[config.mk]
export PLATFORM = sky130hd
export DESIGN_NAME = i2c_master_wbs
export DESIGN_NICKNAME = d
export VERILOG_FILES = /design/src/i2c_wbs_pkg.sv /design/src/i2c_master_wbs.sv /design/src/i2c_wbs_regs.sv /design/src/i2c_sticky_flags.sv /design/src/i2c_byte_fifo.sv
export VERILOG_INCLUDE_DIRS = /design/src /design/src/src
export SDC_FILE = /design/constraint.sdc
export NUM_CORES = 1
export LEC_CHECK = 0
export BUFFER_PORTS_ARGS = -buffer_cell sky130_fd_sc_hd__buf_2
export CORE_AREA = 2 2 109 138
export CTS_CLUSTER_DIAMETER = 100
export DETAILED_ROUTE_END_ITERATION = 16
export DIE_AREA = 0 0 111 140
export MAX_ROUTING_LAYER = met4
export PLACE_DENSITY = 0.74
export SLEW_MARGIN = 40
export SYNTH_ARGS = -nofsm -noshare
export SYNTH_HDL_FRONTEND = slang
export SYNTH_SLANG_ARGS = --single-unit
[constraint.sdc]
create_clock -name clk -period 2.7 [get_ports clk]
set_input_delay 0 -clock clk [delete_from_list [all_inputs] [get_ports clk]]
set_output_delay 0 -clock clk [all_outputs]
set_load 0.05 [all_outputs]
[src/i2c_wbs_config.svh]
/*
 * Build-time constants for the Wishbone I2C front end
 * Data and address widths, prescale width and reset value, FIFO depths
 */
`ifndef I2C_WBS_CONFIG_SVH
`define I2C_WBS_CONFIG_SVH

// Wishbone data bus and byte stream width
`define I2C_WBS_DATA_W 8
// Register address bits on the host port
`define I2C_WBS_ADDR_W 3
// 7-bit I2C device address
`define I2C_WBS_DEV_ADDR_W 7

// Bit engine prescale register
`define I2C_WBS_PRESCALE_W 16
`define I2C_WBS_DEFAULT_PRESCALE 1

// Small depths so the full state is easy to reach
`define I2C_WBS_CMD_DEPTH 4
`define I2C_WBS_WR_DEPTH 4
`define I2C_WBS_RD_DEPTH 4

`endif
[src/i2c_wbs_pkg.sv]
/*
 * Shared types for the Wishbone I2C front end
 * Register address map, engine command, FIFO status,
 * engine bus status and sticky flag bundle
 */
`include "i2c_wbs_config.svh"

package i2c_wbs_pkg;

  // Host register map
  typedef enum logic [`I2C_WBS_ADDR_W-1:0] {
    REG_STATUS      = 3'd0,
    REG_FIFO_STATUS = 3'd1,
    REG_CMD_ADDR    = 3'd2,
    REG_CMD         = 3'd3,
    REG_DATA        = 3'd4,
    REG_RESERVED    = 3'd5,
    REG_PRESCALE_LO = 3'd6,
    REG_PRESCALE_HI = 3'd7
  } reg_addr_e;

  // One engine command
  // Flags may be combined, engine orders them start, read or write, stop
  typedef struct packed {
    logic [`I2C_WBS_DEV_ADDR_W-1:0] addr;
    logic                           start;
    logic                           read;
    logic                           write;
    logic                           stop;
  } i2c_cmd_t;

  // FIFO status register layout, bit 0 is cmd_empty
  typedef struct packed {
    logic rd_full;
    logic rd_empty;
    logic wr_ovf;
    logic wr_full;
    logic wr_empty;
    logic cmd_ovf;
    logic cmd_full;
    logic cmd_empty;
  } fifo_status_t;

  // Engine status, bit 0 is busy
  // missed_ack only strobes for one cycle
  typedef struct packed {
    logic missed_ack;
    logic bus_active;
    logic bus_control;
    logic busy;
  } bus_status_t;

  // Write-1-to-clear flags held by the flag block
  typedef struct packed {
    logic wr_ovf;
    logic cmd_ovf;
    logic missed_ack;
  } sticky_flags_t;

endpackage

[src/i2c_master_wbs.sv]
/*
 * Top level of the Wishbone I2C front end
 * Register block, command, write and read FIFOs, sticky flags,
 * engine-side valid/ready streams and status inputs
 */
`timescale 1ns/1ps
`include "i2c_wbs_config.svh"

module i2c_master_wbs (
  input  logic                           clk,
  input  logic                           rst,
  // Wishbone slave
  input  logic [`I2C_WBS_ADDR_W-1:0]     wb_adr_i,
  input  logic [`I2C_WBS_DATA_W-1:0]     wb_dat_i,
  output logic [`I2C_WBS_DATA_W-1:0]     wb_dat_o,
  input  logic                           wb_we_i,
  input  logic                           wb_stb_i,
  output logic                           wb_ack_o,
  input  logic                           wb_cyc_i,
  // Command stream
  output i2c_wbs_pkg::i2c_cmd_t          cmd_o,
  output logic                           cmd_valid_o,
  input  logic                           cmd_ready_i,
  // Write byte stream
  output logic [`I2C_WBS_DATA_W-1:0]     wr_data_o,
  output logic                           wr_valid_o,
  input  logic                           wr_ready_i,
  // Read byte stream
  input  logic [`I2C_WBS_DATA_W-1:0]     rd_data_i,
  input  logic                           rd_valid_i,
  output logic                           rd_ready_o,
  // Engine status and config
  input  i2c_wbs_pkg::bus_status_t       bus_status_i,
  output logic [`I2C_WBS_PRESCALE_W-1:0] prescale_o
);

  i2c_wbs_pkg::i2c_cmd_t         cmd_in;
  i2c_wbs_pkg::fifo_status_t     fifo_status;
  i2c_wbs_pkg::sticky_flags_t    flags;
  logic                          cmd_push;
  logic                          wr_push;
  logic                          rd_pop;
  logic [`I2C_WBS_DATA_W-1:0]    wr_byte;
  logic [`I2C_WBS_DATA_W-1:0]    rd_head;
  logic                          clr_missed_ack;
  logic                          clr_cmd_ovf;
  logic                          clr_wr_ovf;

  // Status register image
  assign fifo_status.cmd_ovf = flags.cmd_ovf;
  assign fifo_status.wr_ovf  = flags.wr_ovf;

  i2c_wbs_regs u_regs (
    .clk              (clk),
    .rst              (rst),
    .wb_adr_i         (i2c_wbs_pkg::reg_addr_e'(wb_adr_i)),
    .wb_dat_i         (wb_dat_i),
    .wb_dat_o         (wb_dat_o),
    .wb_we_i          (wb_we_i),
    .wb_stb_i         (wb_stb_i),
    .wb_ack_o         (wb_ack_o),
    .wb_cyc_i         (wb_cyc_i),
    .fifo_status_i    (fifo_status),
    .rd_head_i        (rd_head),
    .bus_status_i     (bus_status_i),
    .missed_ack_i     (flags.missed_ack),
    .cmd_push_o       (cmd_push),
    .cmd_o            (cmd_in),
    .wr_push_o        (wr_push),
    .wr_data_o        (wr_byte),
    .rd_pop_o         (rd_pop),
    .prescale_o       (prescale_o),
    .clr_missed_ack_o (clr_missed_ack),
    .clr_cmd_ovf_o    (clr_cmd_ovf),
    .clr_wr_ovf_o     (clr_wr_ovf)
  );

  // Host to engine commands
  i2c_byte_fifo #(
    .WIDTH ($bits(i2c_wbs_pkg::i2c_cmd_t)),
    .DEPTH (`I2C_WBS_CMD_DEPTH)
  ) u_cmd_fifo (
    .clk         (clk),
    .rst         (rst),
    .in_data_i   (cmd_in),
    .in_valid_i  (cmd_push),
    .in_ready_o  (),
    .out_data_o  (cmd_o),
    .out_valid_o (cmd_valid_o),
    .out_ready_i (cmd_ready_i),
    .full_o      (fifo_status.cmd_full),
    .empty_o     (fifo_status.cmd_empty)
  );

  // Host to engine write bytes
  i2c_byte_fifo #(
    .WIDTH (`I2C_WBS_DATA_W),
    .DEPTH (`I2C_WBS_WR_DEPTH)
  ) u_wr_fifo (
    .clk         (clk),
    .rst         (rst),
    .in_data_i   (wr_byte),
    .in_valid_i  (wr_push),
    .in_ready_o  (),
    .out_data_o  (wr_data_o),
    .out_valid_o (wr_valid_o),
    .out_ready_i (wr_ready_i),
    .full_o      (fifo_status.wr_full),
    .empty_o     (fifo_status.wr_empty)
  );

  // Engine to host read bytes
  // Engine sees ready whenever there is room
  i2c_byte_fifo #(
    .WIDTH (`I2C_WBS_DATA_W),
    .DEPTH (`I2C_WBS_RD_DEPTH)
  ) u_rd_fifo (
    .clk         (clk),
    .rst         (rst),
    .in_data_i   (rd_data_i),
    .in_valid_i  (rd_valid_i),
    .in_ready_o  (rd_ready_o),
    .out_data_o  (rd_head),
    .out_valid_o (),
    .out_ready_i (rd_pop),
    .full_o      (fifo_status.rd_full),
    .empty_o     (fifo_status.rd_empty)
  );

  i2c_sticky_flags u_flags (
    .clk                (clk),
    .rst                (rst),
    .missed_ack_pulse_i (bus_status_i.missed_ack),
    .cmd_push_i         (cmd_push),
    .cmd_full_i         (fifo_status.cmd_full),
    .wr_push_i          (wr_push),
    .wr_full_i          (fifo_status.wr_full),
    .clr_missed_ack_i   (clr_missed_ack),
    .clr_cmd_ovf_i      (clr_cmd_ovf),
    .clr_wr_ovf_i       (clr_wr_ovf),
    .flags_o            (flags)
  );

endmodule

[src/i2c_wbs_regs.sv]
/*
 * Wishbone register block for the I2C front end
 * Cycle decode and ack, command address and prescale registers,
 * command build, registered readback, FIFO push and pop strobes,
 * write-1-to-clear pulses for the sticky flags
 */
`timescale 1ns/1ps
`include "i2c_wbs_config.svh"

module i2c_wbs_regs (
  input  logic                               clk,
  input  logic                               rst,
  // Wishbone slave
  input  i2c_wbs_pkg::reg_addr_e             wb_adr_i,
  input  logic [`I2C_WBS_DATA_W-1:0]         wb_dat_i,
  output logic [`I2C_WBS_DATA_W-1:0]         wb_dat_o,
  input  logic                               wb_we_i,
  input  logic                               wb_stb_i,
  output logic                               wb_ack_o,
  input  logic                               wb_cyc_i,
  // Status in
  input  i2c_wbs_pkg::fifo_status_t          fifo_status_i,
  input  logic [`I2C_WBS_DATA_W-1:0]         rd_head_i,
  input  i2c_wbs_pkg::bus_status_t           bus_status_i,
  input  logic                               missed_ack_i,
  // FIFO control
  output logic                               cmd_push_o,
  output i2c_wbs_pkg::i2c_cmd_t              cmd_o,
  output logic                               wr_push_o,
  output logic [`I2C_WBS_DATA_W-1:0]         wr_data_o,
  output logic                               rd_pop_o,
  // Engine config
  output logic [`I2C_WBS_PRESCALE_W-1:0]     prescale_o,
  // Flag clears
  output logic                               clr_missed_ack_o,
  output logic                               clr_cmd_ovf_o,
  output logic                               clr_wr_ovf_o
);

  logic [`I2C_WBS_DEV_ADDR_W-1:0] cmd_addr_q;
  logic                           wb_req;
  logic                           wb_wr;
  logic                           wb_rd;
  logic                           sel_status;
  logic                           sel_fifo;
  logic                           sel_cmd;
  logic                           sel_data;
  logic                           cmd_any;

  // New transfer only while the ack is low
  // All side effects hang off this term
  assign wb_req = wb_cyc_i & wb_stb_i & ~wb_ack_o;
  assign wb_wr  = wb_req & wb_we_i;
  assign wb_rd  = wb_req & ~wb_we_i;

  // Address decode for registers with side effects
  assign sel_status = (wb_adr_i == i2c_wbs_pkg::REG_STATUS);
  assign sel_fifo   = (wb_adr_i == i2c_wbs_pkg::REG_FIFO_STATUS);
  assign sel_cmd    = (wb_adr_i == i2c_wbs_pkg::REG_CMD);
  assign sel_data   = (wb_adr_i == i2c_wbs_pkg::REG_DATA);

  // Start, read, write or stop requested
  // Bit 3 is not a flag
  assign cmd_any = wb_dat_i[0] | wb_dat_i[1] | wb_dat_i[2] | wb_dat_i[4];

  // Control registers
  always_ff @(posedge clk) begin
    if (rst) begin
      wb_ack_o         <= 1'b0;
      cmd_push_o       <= 1'b0;
      wr_push_o        <= 1'b0;
      rd_pop_o         <= 1'b0;
      clr_missed_ack_o <= 1'b0;
      clr_cmd_ovf_o    <= 1'b0;
      clr_wr_ovf_o     <= 1'b0;
      cmd_addr_q       <= '0;
      cmd_o            <= '0;
      prescale_o       <= `I2C_WBS_PRESCALE_W'(`I2C_WBS_DEFAULT_PRESCALE);
    end else begin
      // Ack one cycle after the strobe, never twice in a row
      wb_ack_o <= wb_cyc_i & wb_stb_i & ~wb_ack_o;

      // One-cycle strobes toward the FIFOs
      // Full check happens in the flag block
      cmd_push_o <= wb_wr & sel_cmd & cmd_any;
      wr_push_o  <= wb_wr & sel_data;
      // Empty read pops nothing
      rd_pop_o   <= wb_rd & sel_data & ~fifo_status_i.rd_empty;

      // Write 1 to clear
      clr_missed_ack_o <= wb_wr & sel_status & wb_dat_i[3];
      clr_cmd_ovf_o    <= wb_wr & sel_fifo & wb_dat_i[2];
      clr_wr_ovf_o     <= wb_wr & sel_fifo & wb_dat_i[5];

      if (wb_wr) begin
        case (wb_adr_i)
          i2c_wbs_pkg::REG_CMD_ADDR: begin
            cmd_addr_q <= wb_dat_i[`I2C_WBS_DEV_ADDR_W-1:0];
          end
          i2c_wbs_pkg::REG_CMD: begin
            // Held address is captured with the flags
            cmd_o.addr  <= cmd_addr_q;
            cmd_o.start <= wb_dat_i[0];
            cmd_o.read  <= wb_dat_i[1];
            cmd_o.write <= wb_dat_i[2];
            cmd_o.stop  <= wb_dat_i[4];
          end
          i2c_wbs_pkg::REG_PRESCALE_LO: begin
            prescale_o[`I2C_WBS_DATA_W-1:0] <= wb_dat_i;
          end
          i2c_wbs_pkg::REG_PRESCALE_HI: begin
            prescale_o[`I2C_WBS_PRESCALE_W-1:`I2C_WBS_DATA_W] <= wb_dat_i;
          end
          default: begin
            // Status, FIFO status and data handled above
            cmd_addr_q <= cmd_addr_q;
          end
        endcase
      end
    end
  end

  // Write byte, valid one cycle later from wr_push_o
  always_ff @(posedge clk) begin
    if (wb_wr && sel_data) begin
      wr_data_o <= wb_dat_i;
    end
  end

  // Readback mux, lands with the ack
  always_ff @(posedge clk) begin
    wb_dat_o <= '0;
    if (wb_rd) begin
      case (wb_adr_i)
        i2c_wbs_pkg::REG_STATUS: begin
          wb_dat_o <= {4'b0000, missed_ack_i, bus_status_i.bus_active,
                       bus_status_i.bus_control, bus_status_i.busy};
        end
        i2c_wbs_pkg::REG_FIFO_STATUS: begin
          wb_dat_o <= fifo_status_i;
        end
        i2c_wbs_pkg::REG_CMD_ADDR: begin
          wb_dat_o <= {{(`I2C_WBS_DATA_W - `I2C_WBS_DEV_ADDR_W){1'b0}}, cmd_addr_q};
        end
        i2c_wbs_pkg::REG_CMD: begin
          // Bit 3 reads as 0
          wb_dat_o <= {3'b000, cmd_o.stop, 1'b0, cmd_o.write, cmd_o.read, cmd_o.start};
        end
        i2c_wbs_pkg::REG_DATA: begin
          wb_dat_o <= fifo_status_i.rd_empty ? '0 : rd_head_i;
        end
        i2c_wbs_pkg::REG_PRESCALE_LO: begin
          wb_dat_o <= prescale_o[`I2C_WBS_DATA_W-1:0];
        end
        i2c_wbs_pkg::REG_PRESCALE_HI: begin
          wb_dat_o <= prescale_o[`I2C_WBS_PRESCALE_W-1:`I2C_WBS_DATA_W];
        end
        default: begin
          // Reserved reads zero
          wb_dat_o <= '0;
        end
      endcase
    end
  end

endmodule

[src/i2c_sticky_flags.sv]
/*
 * Sticky status bits for the I2C front end
 * Missed ack, command FIFO overflow, write FIFO overflow,
 * each cleared by a write-1-to-clear pulse
 */
`timescale 1ns/1ps

module i2c_sticky_flags (
  input  logic                       clk,
  input  logic                       rst,
  // Set sources
  input  logic                       missed_ack_pulse_i,
  input  logic                       cmd_push_i,
  input  logic                       cmd_full_i,
  input  logic                       wr_push_i,
  input  logic                       wr_full_i,
  // Clear pulses from the register block
  input  logic                       clr_missed_ack_i,
  input  logic                       clr_cmd_ovf_i,
  input  logic                       clr_wr_ovf_i,
  output i2c_wbs_pkg::sticky_flags_t flags_o
);

  logic cmd_ovf_set;
  logic wr_ovf_set;

  // Push meets a full FIFO, so the word is lost
  assign cmd_ovf_set = cmd_push_i & cmd_full_i;
  assign wr_ovf_set  = wr_push_i & wr_full_i;

  // Set in the same cycle as a clear keeps the flag
  always_ff @(posedge clk) begin
    if (rst) begin
      flags_o <= '0;
    end else begin
      flags_o.missed_ack <= missed_ack_pulse_i |
                            (flags_o.missed_ack & ~clr_missed_ack_i);
      flags_o.cmd_ovf    <= cmd_ovf_set | (flags_o.cmd_ovf & ~clr_cmd_ovf_i);
      flags_o.wr_ovf     <= wr_ovf_set | (flags_o.wr_ovf & ~clr_wr_ovf_i);
    end
  end

endmodule

[src/i2c_byte_fifo.sv]
/*
 * Synchronous first-word-fall-through FIFO
 * Valid/ready on both sides, full and empty flags,
 * any width and any depth of 2 or more
 */
`timescale 1ns/1ps

module i2c_byte_fifo #(
  parameter int WIDTH = 8,
  parameter int DEPTH = 4
) (
  input  logic             clk,
  input  logic             rst,
  // Write side
  input  logic [WIDTH-1:0] in_data_i,
  input  logic             in_valid_i,
  output logic             in_ready_o,
  // Read side, head word shown without a pop
  output logic [WIDTH-1:0] out_data_o,
  output logic             out_valid_o,
  input  logic             out_ready_i,
  // Occupancy
  output logic             full_o,
  output logic             empty_o
);

  localparam int PTR_W = $clog2(DEPTH);
  localparam int CNT_W = $clog2(DEPTH + 1);

  logic [WIDTH-1:0] mem [DEPTH];
  logic [PTR_W-1:0] wr_ptr;
  logic [PTR_W-1:0] rd_ptr;
  logic [CNT_W-1:0] count;
  logic             do_push;
  logic             do_pop;

  // Flags straight from the registered count
  assign full_o      = (count == CNT_W'(DEPTH));
  assign empty_o     = (count == '0);
  assign in_ready_o  = ~full_o;
  assign out_valid_o = ~empty_o;
  assign out_data_o  = mem[rd_ptr];

  // Push into a full FIFO is dropped here
  assign do_push = in_valid_i & ~full_o;
  assign do_pop  = out_ready_i & ~empty_o;

  // Storage
  always_ff @(posedge clk) begin
    if (do_push) begin
      mem[wr_ptr] <= in_data_i;
    end
  end

  always_ff @(posedge clk) begin
    if (rst) begin
      wr_ptr <= '0;
      rd_ptr <= '0;
      count  <= '0;
    end else begin
      // Pointers wrap at DEPTH, so non power of 2 depths work
      if (do_push) begin
        wr_ptr <= (wr_ptr == PTR_W'(DEPTH - 1)) ? '0 : wr_ptr + 1'b1;
      end
      if (do_pop) begin
        rd_ptr <= (rd_ptr == PTR_W'(DEPTH - 1)) ? '0 : rd_ptr + 1'b1;
      end
      // Simultaneous push and pop keeps the count
      case ({do_push, do_pop})
        2'b10: begin
          count <= count + 1'b1;
        end
        2'b01: begin
          count <= count - 1'b1;
        end
        default: begin
          count <= count;
        end
      endcase
    end
  end

endmodule

==> impl_metrics.env <==
export IMPL_grt_max_degree=43
export IMPL_min_period_over_period=0.9101
export IMPL_grt_pass1_wl_mm=24.07
export IMPL_area_growth_synth_to_final_pct=17.68
export IMPL_final_cell_count_no_fill=819
export IMPL_crit_type="reg2reg"
export IMPL_place_area_mm2=0.008224
export IMPL_gp_congestion=0.8443
export IMPL_setup_tns_ns=0
export IMPL_ios=78
export IMPL_p_per_area_mw_per_mm2=654.0
export IMPL_initialDrtViolationCount=303
export IMPL_crit_path_end_kind="flip-flop"
export IMPL_outcome="complete, no violations"
export IMPL_drive_above_1_share=0.2309
export IMPL_routed_via_density=5.553
export IMPL_clkSinkCount=195
export IMPL_synth_most_common_cell="edfxtp_1"
export IMPL_path_cells="or3b_1, nand2_1, ha_1, inv_1, fa_1, xor2_1, or3_1, a21oi_1"
export IMPL_cap_violations=0
export IMPL_required_ns=3.04
export IMPL_final_max_slew_viol_count=0
export IMPL_critPathLaunchType="flip-flop"
export IMPL_core_area_mm2=0.01416
export IMPL_die_w_um=111
export IMPL_finalSetupViolations=0
export IMPL_grt_total_usage=0.2062
export IMPL_synth_warnings=0
export IMPL_dp_cells=764
export IMPL_dieArea_mm2=0.01554
export IMPL_cts_resized_gates=0
export IMPL_relSlewSlack=0.4681
export IMPL_postSynthAreaPerCell_um2=14.64
export IMPL_yosysTopAreaCellShare=0.4533
export IMPL_fillers=1015
export IMPL_rsz0062_at_grt="no"
export IMPL_antenna_found_initial=0
export IMPL_remaining_drc_errors=0
export IMPL_skew_ns=0.01184
export IMPL_worstPathArrival_ns=2.80
export IMPL_synth_area_leaders="edfxtp_1 (45%), dfxtp_1 (21%), mux4_2 (8.2%), mux2i_1 (5.7%), ha_1 (2.9%)"
export IMPL_clock_latency_ns=0.43
export IMPL_post_route_cell_area_mm2=0.009042
export IMPL_io_buffers=77
export IMPL_postRouteAntennaNets=0
export IMPL_clk_pin_slew_ns=0.07
export IMPL_use_met3=0.04543
export IMPL_synth_top_area_cell="edfxtp_1"
export IMPL_cts_root_buf="clkbuf_16"
export IMPL_synth_seq_cells=195
export IMPL_fin_nets=680
export IMPL_hpwl_mm=10.55
export IMPL_synth_area_mm2=0.007684
export IMPL_wl_mm=15.06
export IMPL_finish_utilization=0.6385
export IMPL_synth_main_ff_cell="edfxtp_1"
export IMPL_use_met1=0.2283
export IMPL_rows=49
export IMPL_worst_pin_slew_ns=0.7979
export IMPL_period_needed_ns=2.457
export IMPL_diodes=0
export IMPL_path_max_fanout=8
export IMPL_grt_overflow_total=0
export IMPL_grt_pass1_vias=4743
export IMPL_cts_tree="yes"
export IMPL_critPathMaxStageDelay_ns=0.49
export IMPL_die_h_um=140
export IMPL_p_leak_nw=3.138
export IMPL_synth_common_cells="edfxtp_1 (116), dfxtp_1 (79), nor2_1 (58), mux2i_1 (44), mux4_2 (28)"
export IMPL_clk_path_buf_depth=2
export IMPL_gr_max_usage_layer="met2"
export IMPL_vias=4548
export IMPL_netlist_instances=525
export IMPL_cts_made_buffers=17
export IMPL_ff2ff_setup_slack_ns=0.24
export IMPL_crit_family="simple AND/OR/NAND/NOR gates"
export IMPL_peakVddDrop_mv=0.4442
export IMPL_crit_buf_inv=1
export IMPL_synth_fp_nets=577
export IMPL_wl_per_cell_um=18.38
export IMPL_synth_edf_count=116
export IMPL_start_util=0.5425
export IMPL_firstDrtPassIters=4
export IMPL_ys_types=47
export IMPL_yosysSeqAreaShare=0.6592
export IMPL_crit_slowest_cell="or3b_1"
export IMPL_hold_viol=0
export IMPL_design_power_total_mw=5.914
export IMPL_fmax_mhz=407.0
export IMPL_htreeDepth=4
export IMPL_async_flop_share=0
export IMPL_cts_hold_buf=23
export IMPL_hp_class="in2reg"
export IMPL_globalRouteMet2Util=0.3558
export IMPL_cts_setup_buffers=0
-- final cells by class --
type                            count  area [um2]  area share
Sequential cell                   195        5065      0.5601
Multi-Input combinational cell    284        2424      0.2680
Inverter                           26       97.59     0.01079
Clock inverter                     15       162.7     0.01799
Clock buffer                       17       425.4     0.04705
Timing Repair Buffer              104       645.6     0.07140
Tap cell                          178       222.7     0.02463
-- final timing paths --
| path | cells after the start | end | start |
|---|---|---|---|
| hold / removal | 3 | u_regs.wb_ack_o | wb_cyc_i |
| setup reg to reg | 8 | u_rd_fifo.count[2] | u_rd_fifo.count[2] |
| setup / recovery | 8 | u_rd_fifo.count[2] | u_rd_fifo.count[2] |
| hold reg to reg | 2 | u_flags.flags_o[2] | u_regs.wr_push_o |
-- sequential cells by signal, summed over array words and instances, names as in the netlist, 2 cells and up, named ones only --
name,flops
u_regs.cmd_addr_q,7
u_regs.wb_dat_o,8
u_regs.prescale_o,16
u_rd_fifo.count,3
u_wr_fifo.wr_ptr,2
u_rd_fifo.wr_ptr,2
u_wr_fifo.rd_ptr,2
u_rd_fifo.mem,32
u_wr_fifo.count,3
u_flags.flags_o,3
u_cmd_fifo.mem,44
u_regs.cmd_o,11
u_regs.wr_data_o,8
u_cmd_fifo.wr_ptr,2
u_cmd_fifo.count,3
u_wr_fifo.mem,32
u_cmd_fifo.rd_ptr,2
u_rd_fifo.rd_ptr,2
-- cell usage in the layout (no fill, tap or decap), drive strengths merged, types with 2 or more instances in the layout --
cell type,count
edfxtp,116
buf,81
dfxtp,79
nor2,58
mux2i,44
inv,34
mux4,28
a21oi,26
dlygate4sd3,23
nand2,21
ha,18
clkbuf,17
and2,10
nor3,10
or3,8
nor2b,7
xor2,6
o21ai,6
clkinv,5
and3,4
nand2b,4
nor3b,3
a31oi,3
nand3,3
nor4,3
fa,3
a22oi,2
a32oi,2
a211o,2
nand3b,2
-- report_power, final --
part / internal (mW) / switching [mW]
sequential: 3.16 / 0.0195
clock: 1.32 / 1.17
combinational: 0.0937 / 0.151
-- layer usage --
metal	vias to the layer above	share of wire
met1	2238	0.39
met5	-	0
met2	135	0.53
li1	2139	-
met4	0	0.036
met3	36	0.045
-- cells by family (layout without fill, tap and decap cells) --
logic type                 count (synthesis)  after routing  share of synthesized area
DFF                                      195            195                     0.6592
and+or+nand+nor                          135            135                    0.09184
muxes                                     73             73                     0.1409
AOI/OAI and AO/OA                         49             49                    0.03876
buffers and inverters                     46            162                    0.02540
adders and majority gates                 21             21                    0.03713
xor gates and xnor gates                   6              6                   0.006839
-- per-stage QoR --
| stage | hold WS (ns) | setup WS, ns |
|---|---|---|
| global route | 0.02600 | 0.1339 |
| global placement | 0.2085 | 0.4137 |
| floorplan | 0.07177 | 0.3513 |
| finish | 0.009296 | 0.2428 |
| detailed placement | 0.2146 | 0.2618 |
| CTS | 0.002312 | 0.2374 |
-- tightest hold or removal path, cell delays in order --
cell      delay, ns
buf_2          0.11
nand3b_4       0.17
nor2_1         0.09
Note: power is estimated with default switching activity, not from simulation.
